<file path="src/rtl/key_pkg.sv">
// shared sizes and encodings for the key input block; num_keys must stay 4 for the status layout
package key_pkg;

    // key panel size
    localparam int num_keys = 4;
    localparam int key_id_w = 2;

    // register port and debounce period
    localparam int cfg_data_w = 16;
    localparam int ticks_w = 16;
    localparam logic [ticks_w-1:0] default_ticks = 16'd16;
    localparam logic [num_keys-1:0] default_enable = '1;

    // overflow flag sits just above the key levels in REG_STATUS
    localparam int status_ovf_bit = num_keys;

    // event word is {key number, pressed}
    localparam int evt_w = key_id_w + 1;
    localparam int evt_fifo_depth = 8;
    localparam int fifo_ptr_w = $clog2(evt_fifo_depth);
    localparam int fifo_cnt_w = $clog2(evt_fifo_depth + 1);

    typedef enum logic {
        DB_IDLE  = 1'b0,
        DB_COUNT = 1'b1
    } db_state_e;

    typedef enum logic [1:0] {
        REG_TICKS  = 2'd0,
        REG_ENABLE = 2'd1,
        REG_STATUS = 2'd2
    } cfg_addr_e;

endpackage

</file>
<file path="src/rtl/key_debounce.sv">
// one active-low key; a level must hold debounce_ticks+1 synchronized cycles to be accepted
`timescale 1ns/10ps

module key_debounce (
    input  logic                      clk,
    input  logic                      rst_n,
    input  logic                      key_raw,
    input  logic [key_pkg::ticks_w-1:0] debounce_ticks,
    output logic                      key_stable,
    output logic                      key_changed
);
    import key_pkg::*;

    logic [1:0]         sync_q;
    logic               key_sync;
    db_state_e          state_q;
    db_state_e          state_d;
    logic [ticks_w-1:0] count_q;
    logic               sample_q;
    logic               level_diff;
    logic               sample_mismatch;
    logic               at_max;

    // two-flop synchronizer, idles at released
    always_ff @(posedge clk or negedge rst_n) begin
        if (!rst_n) begin
            sync_q <= 2'b11;
        end else begin
            sync_q <= {sync_q[0], key_raw};
        end
    end

    assign key_sync = sync_q[1];

    assign level_diff      = (key_sync != key_stable);
    assign sample_mismatch = (key_sync != sample_q);
    // >= so a period lowered mid-count still terminates
    assign at_max          = (count_q >= debounce_ticks - ticks_w'(1));

    always_comb begin
        state_d = state_q;
        case (state_q)
            DB_IDLE: begin
                if (level_diff) begin
                    state_d = DB_COUNT;
                end
            end
            DB_COUNT: begin
                if (sample_mismatch || at_max) begin
                    state_d = DB_IDLE;
                end
            end
            default: state_d = DB_IDLE;
        endcase
    end

    always_ff @(posedge clk or negedge rst_n) begin
        if (!rst_n) begin
            state_q     <= DB_IDLE;
            count_q     <= '0;
            sample_q    <= 1'b1;
            key_stable  <= 1'b1;
            key_changed <= 1'b0;
        end else begin
            state_q     <= state_d;
            key_changed <= 1'b0;
            if (state_q == DB_IDLE) begin
                count_q  <= '0;
                sample_q <= key_sync;
            end else begin
                count_q <= count_q + ticks_w'(1);
                // a bounce during counting wins over the period end
                if (at_max && !sample_mismatch) begin
                    key_stable  <= sample_q;
                    key_changed <= 1'b1;
                end
            end
        end
    end

endmodule

</file>
<file path="src/rtl/key_cfg_regs.sv">
// single-cycle register port without handshake; unmapped addresses read 0 and ignore writes
`timescale 1ns/10ps

module key_cfg_regs (
    input  logic                         clk,
    input  logic                         rst_n,
    input  logic                         cfg_write,
    input  key_pkg::cfg_addr_e           cfg_addr,
    input  logic [key_pkg::cfg_data_w-1:0] cfg_wdata,
    output logic [key_pkg::cfg_data_w-1:0] cfg_rdata,
    input  logic [key_pkg::num_keys-1:0] key_stable,
    input  logic                         overflow_set,
    output logic [key_pkg::ticks_w-1:0]  debounce_ticks,
    output logic [key_pkg::num_keys-1:0] event_enable
);
    import key_pkg::*;

    logic               overflow_q;
    logic [ticks_w-1:0] ticks_wr;
    logic               overflow_clr;

    // zero period would never settle, so it becomes 1
    assign ticks_wr = (cfg_wdata[ticks_w-1:0] == '0) ? ticks_w'(1) : cfg_wdata[ticks_w-1:0];

    assign overflow_clr = cfg_write && (cfg_addr == REG_STATUS) && cfg_wdata[status_ovf_bit];

    always_ff @(posedge clk or negedge rst_n) begin
        if (!rst_n) begin
            debounce_ticks <= default_ticks;
            event_enable   <= default_enable;
            overflow_q     <= 1'b0;
        end else begin
            if (cfg_write && (cfg_addr == REG_TICKS)) begin
                debounce_ticks <= ticks_wr;
            end
            if (cfg_write && (cfg_addr == REG_ENABLE)) begin
                event_enable <= cfg_wdata[num_keys-1:0];
            end
            // a new overflow in the clearing cycle is kept
            if (overflow_set) begin
                overflow_q <= 1'b1;
            end else if (overflow_clr) begin
                overflow_q <= 1'b0;
            end
        end
    end

    always_comb begin
        cfg_rdata = '0;
        case (cfg_addr)
            REG_TICKS:  cfg_rdata[ticks_w-1:0] = debounce_ticks;
            REG_ENABLE: cfg_rdata[num_keys-1:0] = event_enable;
            REG_STATUS: begin
                cfg_rdata[num_keys-1:0]    = key_stable;
                cfg_rdata[status_ovf_bit] = overflow_q;
            end
            default: cfg_rdata = '0;
        endcase
    end

endmodule

</file>
<file path="src/rtl/key_event_collect.sv">
// fixed low-index-first priority; an event reports the level at push time, not at the change
`timescale 1ns/10ps

module key_event_collect (
    input  logic                         clk,
    input  logic                         rst_n,
    input  logic [key_pkg::num_keys-1:0] key_stable,
    input  logic [key_pkg::num_keys-1:0] key_changed,
    input  logic [key_pkg::num_keys-1:0] event_enable,
    input  logic                         full,
    output logic                         push,
    output logic [key_pkg::evt_w-1:0]    push_data,
    output logic                         overflow_set
);
    import key_pkg::*;

    logic [num_keys-1:0] pending_q;
    logic [num_keys-1:0] set_mask;
    logic [num_keys-1:0] clear_mask;
    logic [key_id_w-1:0] sel_id;
    logic                sel_valid;

    assign set_mask = key_changed & event_enable;

    // lowest pending key wins
    always_comb begin
        sel_id    = '0;
        sel_valid = 1'b0;
        for (int i = num_keys - 1; i >= 0; i--) begin
            if (pending_q[i]) begin
                sel_id    = key_id_w'(i);
                sel_valid = 1'b1;
            end
        end
    end

    // stall while the fifo has no room
    assign push = sel_valid && !full;

    always_comb begin
        clear_mask = '0;
        if (push) begin
            clear_mask[sel_id] = 1'b1;
        end
    end

    // pressed is the inverse of the active-low level
    assign push_data = {sel_id, ~key_stable[sel_id]};

    // second change before the first was queued
    assign overflow_set = |(set_mask & pending_q & ~clear_mask);

    always_ff @(posedge clk or negedge rst_n) begin
        if (!rst_n) begin
            pending_q <= '0;
        end else begin
            pending_q <= (pending_q & ~clear_mask) | set_mask;
        end
    end

endmodule

</file>
<file path="src/rtl/key_event_fifo.sv">
// full includes the word on the output register; pushes while full are dropped
`timescale 1ns/10ps

module key_event_fifo (
    input  logic                         clk,
    input  logic                         rst_n,
    input  logic                         push,
    input  logic [key_pkg::evt_w-1:0]    push_data,
    output logic                         full,
    output logic                         evt_valid,
    input  logic                         evt_ready,
    output logic [key_pkg::key_id_w-1:0] evt_key,
    output logic                         evt_pressed
);
    import key_pkg::*;

    logic [evt_w-1:0]      mem [evt_fifo_depth];
    logic [fifo_ptr_w-1:0] wr_ptr_q;
    logic [fifo_ptr_w-1:0] rd_ptr_q;
    logic [fifo_cnt_w-1:0] count_q;
    logic [fifo_cnt_w-1:0] mem_count;
    logic [evt_w-1:0]      out_word_q;
    logic                  push_ok;
    logic                  pop;
    logic                  load_out;
    logic                  mem_empty;
    logic                  bypass;

    // count covers the buffer and the output stage
    assign full      = (count_q == fifo_cnt_w'(evt_fifo_depth));
    assign push_ok   = push && !full;
    assign pop       = evt_valid && evt_ready;
    assign mem_count = count_q - fifo_cnt_w'(evt_valid);
    assign mem_empty = (mem_count == '0);
    assign load_out  = !evt_valid || pop;
    // empty buffer feeds the output stage straight from the push
    assign bypass    = load_out && mem_empty && push_ok;

    always_ff @(posedge clk) begin
        if (push_ok && !bypass) begin
            mem[wr_ptr_q] <= push_data;
        end
        if (load_out) begin
            if (!mem_empty) begin
                out_word_q <= mem[rd_ptr_q];
            end else if (push_ok) begin
                out_word_q <= push_data;
            end
        end
    end

    always_ff @(posedge clk or negedge rst_n) begin
        if (!rst_n) begin
            wr_ptr_q  <= '0;
            rd_ptr_q  <= '0;
            count_q   <= '0;
            evt_valid <= 1'b0;
        end else begin
            if (push_ok && !bypass) begin
                wr_ptr_q <= wr_ptr_q + fifo_ptr_w'(1);
            end
            if (load_out) begin
                if (!mem_empty) begin
                    rd_ptr_q  <= rd_ptr_q + fifo_ptr_w'(1);
                    evt_valid <= 1'b1;
                end else begin
                    evt_valid <= push_ok;
                end
            end
            count_q <= count_q + fifo_cnt_w'(push_ok) - fifo_cnt_w'(pop);
        end
    end

    assign evt_key     = out_word_q[evt_w-1:1];
    assign evt_pressed = out_word_q[0];

endmodule

</file>
<file path="src/rtl/key_input_top.sv">
// debounced key panel; keys are active low, period in clock ticks set through REG_TICKS
`timescale 1ns/10ps

module key_input_top (
    input  logic                           clk,
    input  logic                           rst_n,
    input  logic [key_pkg::num_keys-1:0]   key_raw,
    input  logic                           cfg_write,
    input  key_pkg::cfg_addr_e             cfg_addr,
    input  logic [key_pkg::cfg_data_w-1:0] cfg_wdata,
    output logic [key_pkg::cfg_data_w-1:0] cfg_rdata,
    output logic                           evt_valid,
    input  logic                           evt_ready,
    output logic [key_pkg::key_id_w-1:0]   evt_key,
    output logic                           evt_pressed
);
    import key_pkg::*;

    logic [ticks_w-1:0]  debounce_ticks;
    logic [num_keys-1:0] event_enable;
    logic [num_keys-1:0] key_stable;
    logic [num_keys-1:0] key_changed;
    logic                push;
    logic [evt_w-1:0]    push_data;
    logic                full;
    logic                overflow_set;

    for (genvar i = 0; i < num_keys; i++) begin : g_key
        key_debounce i_debounce (
            .clk            (clk),
            .rst_n          (rst_n),
            .key_raw        (key_raw[i]),
            .debounce_ticks (debounce_ticks),
            .key_stable     (key_stable[i]),
            .key_changed    (key_changed[i])
        );
    end

    key_cfg_regs i_cfg_regs (
        .clk            (clk),
        .rst_n          (rst_n),
        .cfg_write      (cfg_write),
        .cfg_addr       (cfg_addr),
        .cfg_wdata      (cfg_wdata),
        .cfg_rdata      (cfg_rdata),
        .key_stable     (key_stable),
        .overflow_set   (overflow_set),
        .debounce_ticks (debounce_ticks),
        .event_enable   (event_enable)
    );

    key_event_collect i_collect (
        .clk          (clk),
        .rst_n        (rst_n),
        .key_stable   (key_stable),
        .key_changed  (key_changed),
        .event_enable (event_enable),
        .full         (full),
        .push         (push),
        .push_data    (push_data),
        .overflow_set (overflow_set)
    );

    key_event_fifo i_fifo (
        .clk         (clk),
        .rst_n       (rst_n),
        .push        (push),
        .push_data   (push_data),
        .full        (full),
        .evt_valid   (evt_valid),
        .evt_ready   (evt_ready),
        .evt_key     (evt_key),
        .evt_pressed (evt_pressed)
    );

endmodule

</file>
<file path="config.mk">
export PLATFORM = sky130hd
export DESIGN_NAME = key_input_top
export DESIGN_NICKNAME = d
export VERILOG_FILES = /design/src/rtl/key_pkg.sv /design/src/rtl/key_debounce.sv /design/src/rtl/key_cfg_regs.sv /design/src/rtl/key_event_collect.sv /design/src/rtl/key_event_fifo.sv /design/src/rtl/key_input_top.sv
export SDC_FILE = /design/constraint.sdc
export NUM_CORES = 1
export LEC_CHECK = 0
export ABC_AREA = 1
export ABC_CLOCK_PERIOD_IN_PS = 2980
export BUFFER_PORTS_ARGS = -buffer_cell sky130_fd_sc_hd__buf_2
export CORE_MARGIN = 5
export CORE_UTILIZATION = 43
export DETAILED_ROUTE_END_ITERATION = 6
export MAX_ROUTING_LAYER = met4
export PLACE_DENSITY = 0.67
export SYNTH_ARGS = -nofsm -noshare
export SYNTH_HDL_FRONTEND = slang
export SYNTH_SLANG_ARGS = --single-unit
</file>
<file path="constraint.sdc">
create_clock -name clk -period 2.98 [get_ports clk]
set_input_delay 0.447 -clock clk [delete_from_list [all_inputs] [get_ports clk]]
set_output_delay 0.447 -clock clk [all_outputs]
set_load 0.02 [all_outputs]
</file>
# Word level (Yosys, flattened, before mapping)
# Memory sizes are Yosys's and may differ from the RTL's.
# Index checks and enable logic that the tools add are counted.
# word_totals
out_inout_bits	20
input_bits	26
wordCells	160
ram_bits	24
rom_bits	0
reg_bits	127
latchBits	0
n_memories	1
# memory_table
name	depth	word_bits	read_ports	rd_clocked_by_memory_dff	wr	line_no	rtl
i_fifo.mem	8	3	1	0	1	key_event_fifo.sv:17	logic [evt_w-1:0] mem [evt_fifo_depth];
# op_classes
n_div	0
reduce_logical	38
mux	48
shift	0
n_lt_le_gt_ge	6
add_sub_neg	10
n_eq_ne	12
bitwise	12
mul	0
# ops
operator	count
16-bit two-way mux	5
16-bit by 1-bit adder with 16-bit output, second input constant	4
16-bit greater-or-equal comparator	4
1-bit two-way mux	27
4-bit AND	4
16-bit zero test	1
16-bit by 1-bit subtractor with 16-bit output, second input constant	1
1-bit logical AND	15
4-bit case mux with 3 select lines	1
2-bit AND reduction	6
11-bit two-way mux	1
1-bit case mux with 2 select lines	5
2-bit two-way mux	4
1-bit != test	8
4-bit by 1-bit subtractor with 4-bit output	2
1-bit zero test	7
3-bit by 1-bit adder with 3-bit output, second input constant	2
3-bit two-way mux	2
1-bit inverter	6
1-bit logical OR	5
4-bit by 1-bit adder with 4-bit output	1
4-bit == test, second input constant	1
4-bit zero test	1
4-bit two-way mux	1
other kinds (12)	12

# Longest topological paths before layout
# depth
depth_word	13
ltp_mapped	19

# By module
# From an unflattened synthesis, not the netlist that was laid out.
# hier_totals
cells_unflattened	1264
area_unflattened_um2	10090.9
# modules_own_cells
module	cells_each	n_inst	seq_area_each_um2	area_each_um2
key_debounce	219	4	555.5	1699.1
key_event_fifo	187	1	1086.0	1870.5
key_cfg_regs	150	1	531.8	1097.3
key_event_collect	51	1	100.1	326.6

# Worst setup path before layout
# No wires, ideal clock.
# synth_timing
kind	register -> register
start	register i_cfg_regs.debounce_ticks[0] (netlist bit)
end	register g_key[3].i_debounce.key_stable
slack_ns	0.406
stages_incl_launch_ff	17
setup_ns	0.061
synth_period_minus_slack_ns	2.574
n_path_buf	0
required_time_ns	2.919
arrival_time_ns	2.513
cell_sequence	dfrtp_1 -> inv_1 -> ha_1 -> inv_1 -> nor2_4 -> nand3b_4 -> nor2_1 -> nand3_1 -> xor2_1 -> ha_1 -> nand2_1 -> nor2_1 -> a211oi_1 -> nand3_2 -> nand2_1 -> nand2_1 -> nand2_1
# synth_via
elab_chain_len	4
# synth_rtl
item	line_no	rtl
start, declared	key_cfg_regs.sv:13	output logic [key_pkg::ticks_w-1:0] debounce_ticks,
start signal, assigned	key_cfg_regs.sv:29	debounce_ticks <= default_ticks;
start signal, assigned	key_cfg_regs.sv:34	debounce_ticks <= ticks_wr;
16-bit by 1-bit subtractor with 16-bit output	key_debounce.sv:38	assign at_max = (count_q >= debounce_ticks - ticks_w'(1));
16-bit greater-or-equal comparator	key_debounce.sv:38	
1-bit logical AND	key_debounce.sv:73	if (at_max && !sample_mismatch) begin
2-bit AND reduction (no source line)	n/a	
end signal, assigned	key_debounce.sv:74	key_stable <= sample_q;
end, declared	key_debounce.sv:9	output logic key_stable,
# Every way passes these cells.
# A chain may end at the register's enable or synchronous reset.

# Worst setup path after layout
# layout_timing
start	register i_cfg_regs.debounce_ticks[2] (netlist bit)
end	register g_key[0].i_debounce.key_stable
# layout_via
elab_chain_len	4
# layout_rtl
item	line_no
16-bit by 1-bit subtractor with 16-bit output	key_debounce.sv:38
16-bit greater-or-equal comparator	key_debounce.sv:38
1-bit logical AND	key_debounce.sv:73
2-bit AND reduction (no source line)	n/a
end signal, assigned	key_debounce.sv:74
end, declared	key_debounce.sv:9
# Every way passes these cells.

==> impl_metrics.py <==
metrics = {
    "run_status": {
        "outcome": "finished clean",
    },
    "grt": {
        "grt_pass1_vias": 6798,
        "grtUsageMet1": 0.231,
        "grt_max_degree": 45,
        "antenna_found_initial": 0,
        "grt_use_met2": 0.295,
        "grt.overflow.total": 0,
        "grt_pass1_wl_um": 33300,
        "grt_usage": 0.183,
        "grtUsageMet3": 0.0338,
        "grt-busiest-layer": "met2",
    },
    "critical_path": {
        "cp-end-kind": "flip-flop",
        "critPathRequiredTime_ps": 3340,
        "arrival_ps": 3150,
        "cp_cell_sequence": "nor2_2 > nand2_2 > nor2_4 > nand3_4 > nor2_2 > nand3_2 > nor3_4 > xor2_2 > buf_4 > ha_1 > nand4_1 > inv_1 > nand4_1 > nor2_1 > nand2_1 > nand3_2 > nand2_2 > nand2_1 > nand2_1",
        "rrSetupSlack_ps": 190,
        "worst_path_max_delay_cell": "dfrtp_2",
        "cp_top_family": "simple AND/OR/NAND/NOR gates",
        "rr_endpoint": "g_key[0].i_debounce.key_stable",
        "worstSetupPathType": "flip-flop to flip-flop",
        "endpoint": "g_key[0].i_debounce.key_stable",
        "timing.rr.start": "i_cfg_regs.debounce_ticks[2]",
        "path_common_cell": "nand2_1",
        "start_kind": "flip-flop",
        "reg2reg_depth": 19,
        "worst-path-buf-inv": 2,
        "cp.depth": 19,
        "max_stage_delay_ps": 450,
        "critPathLaunch": "i_cfg_regs.debounce_ticks[2]",
        "path_max_fanout": 5,
    },
    "timing": {
        "hold_viol_final": 0,
        "finalSetupViolCount": 0,
        "finalMaxSlewViolations": 0,
        "slew-limit-headroom": 0.430,
        "fin_crit_sh": 0.935,
        "max_freq_ghz": 0.359,
        "finClkSkew_ps": 9.17,
        "worst_slew_pin_slew_ps": 844,
        "min_period_ps": 2790,
    },
    "cells_and_area": {
        "fin_area_um2": 10100,
        "fill_cells": 1935,
        "fin_cells": 1414,
        "drive_above_1_share": 0.163,
        "nets": 1228,
        "antenna_cells": 0,
        "syn2layout_area_growth_pct": 16.0,
    },
    "floorplanning": {
        "die_y_um": 152,
        "die_area_um2": 23100,
        "num_rows": 52,
        "io_pins": 46,
        "coreArea_um2": 20000,
        "die_x_um": 152,
        "initial_core_util": 0.433,
    },
    "power": {
        "switching_share": 0.363,
        "p_int_mw": 4.27,
        "power_density_nw_per_um2": 665,
        "vdd_drop_max_v": 0.000413,
        "clkPwrFrac": 0.320,
        "sequentialPowerShare": 0.398,
        "p_comb_frac": 0.281,
        "power_switching_mw": 2.43,
        "p_leak_nw": 4.89,
    },
    "clock_tree": {
        "clk_path_buf_depth": 2,
        "htree_levels": 4,
        "tritoncts": "yes",
        "cts_buffers": 17,
        "cts_root_buffer": "clkbuf_16",
        "cts_sinks": 151,
        "clkLatencyLatePin_ps": 430,
        "clkTransAtPathRegs_ps": 70,
    },
    "synthesis": {
        "synth.most_common_cell": "nand2_1",
        "synth.avg_cell_area_um2": 8.26,
        "syn_area_um2": 8690,
        "synth_common_cells": "nand2_1 (245), inv_1 (149), nor2_1 (134)",
        "synth_top_flop_cell": "dfrtp_1",
        "synthTopCellsByArea": "dfrtp_1 (30%), nand2_1 (11%), ha_1 (10%), edfxtp_1 (9.3%), inv_1 (6.4%)",
        "syn_inst": 1051,
        "yosys_register_bits": 151,
        "synth_top_area_share": 0.297,
        "yosysSeqAreaShare": 0.454,
        "synth_nets": 1148,
        "synth_top_area_cell": "dfrtp_1",
        "synth_cell_types": 47,
        "synth_edf_count": 27,
        "synthArstFlopShare": 0.821,
        "ys_warn_count": 0,
    },
    "routing": {
        "drc": 0,
        "vias_per_cell": 4.99,
        "vias": 7057,
        "dr.pass1.iters": 5,
        "drt_wl_total_um": 20400,
        "drtIter0Drc": 355,
        "wl_per_cell_um": 14.4,
        "ant_nets": 0,
    },
    "placement": {
        "dp_hpwl_um": 15200,
        "gp_congestion": 0.879,
        "dpl.cell_count": 1379,
        "place_area_um2": 9400,
        "io_buffers": 45,
    },
    "hold_path": {
        "min_path_type": "primary input to flip-flop",
    },
    "flow_run": {
        "cap_violations": 0,
    },
}
## how the worst min path moves through the flow
stage	slack [ps]	startpoint	cells after the start	endpoint
after floorplan	150	rst_n	0	g_key[0].i_debounce.count_q[0]
after global placement	350	g_key[2].i_debounce.sync_q[0]	0	g_key[2].i_debounce.sync_q[1]
after detailed placement	350	g_key[2].i_debounce.sync_q[0]	0	g_key[2].i_debounce.sync_q[1]
after CTS	100	key_raw[2]	1	g_key[2].i_debounce.sync_q[0]
after global routing	100	key_raw[2]	1	g_key[2].i_debounce.sync_q[0]
final	110	key_raw[2]	1	g_key[2].i_debounce.sync_q[0]
## through the flow
stage                     setup TNS, ps  worst slack (ps)  hold slack, ps  power, mW   util
after global placement                0               202             347       4.53  0.469
final                                 0               194             112       6.70  0.503
after floorplan                       0               406             151       3.95      -
after global routing              -47.4             -43.6             101       7.14  0.503
after detailed placement              0               117             347       4.57  0.469
after CTS                             0              95.4            98.4       6.74  0.499
## layout make-up
type	instances	area (um2)	area share
clock buffer	17	425	0.0422
clock inverter	15	159	0.0158
timing repair buffer	70	434	0.0431
sequential	151	3940	0.391
inverter	154	578	0.0574
multi-input combinational	737	4200	0.417
tap	270	338	0.0335
## cell families (layout without fill, tap and decap cells)
logic type / after synthesis / count (layout) / share of synthesized area
DFF: 151 / 151 / 0.454
muxes: 2 / 2 / 0.00259
buffers and inverters: 163 / 256 / 0.0704
AOI/OAI and AO/OA: 141 / 141 / 0.0913
and+or+nand+nor: 505 / 505 / 0.261
adders and majority gates: 71 / 71 / 0.103
xor gates and xnor gates: 18 / 18 / 0.0182
## registers in the layout (all words and copies together) (netlist names)
| name | cells |
|---|---|
| i_cfg_regs.overflow_q | 1 |
| g_key.i_debounce.sync_q | 8 |
| i_fifo.wr_ptr_q | 3 |
| i_fifo.mem | 24 |
| i_fifo.rd_ptr_q | 3 |
| g_key.i_debounce.sample_q | 4 |
| i_fifo.out_word_q | 3 |
| g_key.i_debounce.key_stable | 4 |
| i_fifo.count_q | 4 |
| i_fifo.evt_valid | 1 |
| i_cfg_regs.debounce_ticks | 16 |
| i_collect.pending_q | 4 |
| g_key.i_debounce.key_changed | 4 |
| g_key.i_debounce.state_q | 4 |
| i_cfg_regs.event_enable | 4 |
| g_key.i_debounce.count_q | 64 |
## cells in the final DEF, fill, tap and decap left out, drive strengths merged, types with 2 or more instances in the layout
cell / n
a211oi: 4
a21oi: 51
a31oi: 4
buf: 69
clkbuf: 17
clkinv: 5
clkinvlp: 3
dfrtp: 103
dfstp: 21
edfxtp: 27
ha: 70
inv: 160
mux2: 2
nand2: 259
nand3: 39
nand3b: 2
nand4: 18
nor2: 145
nor3: 31
nor3b: 5
nor4: 5
o211ai: 3
o21a: 2
o21ai: 59
o221a: 3
o221ai: 3
o22ai: 6
xnor2: 3
xor2: 15
## timing repair
item,in CTS,in global routing
setup buffers,0,2
endpoints found under the setup margin,0,12
gates resized for setup,0,13
endpoints found under the hold margin,27,0
hold buffers,1,0
## routing by layer
| layer | wire [um] | up-vias |
|---|---|---|
| li1 | - | 3598 |
| met1 | 9390 | 3309 |
| met2 | 9760 | 122 |
| met3 | 754 | 28 |
| met4 | 526 | 0 |
| met5 | 0 | - |
## power groups by stage
| stage | logic (mW) | clock network, mW | registers [mW] |
|---|---|---|---|
| global placement | 1.82 | 0 | 2.70 |
| global route | 2.16 | 2.27 | 2.71 |
| floorplan | 1.32 | 0 | 2.63 |
| detailed placement | 1.87 | 0 | 2.70 |
| finish | 1.88 | 2.15 | 2.67 |
| CTS | 1.88 | 2.19 | 2.67 |
No activity file was read; power rests on OpenSTA's default activity.
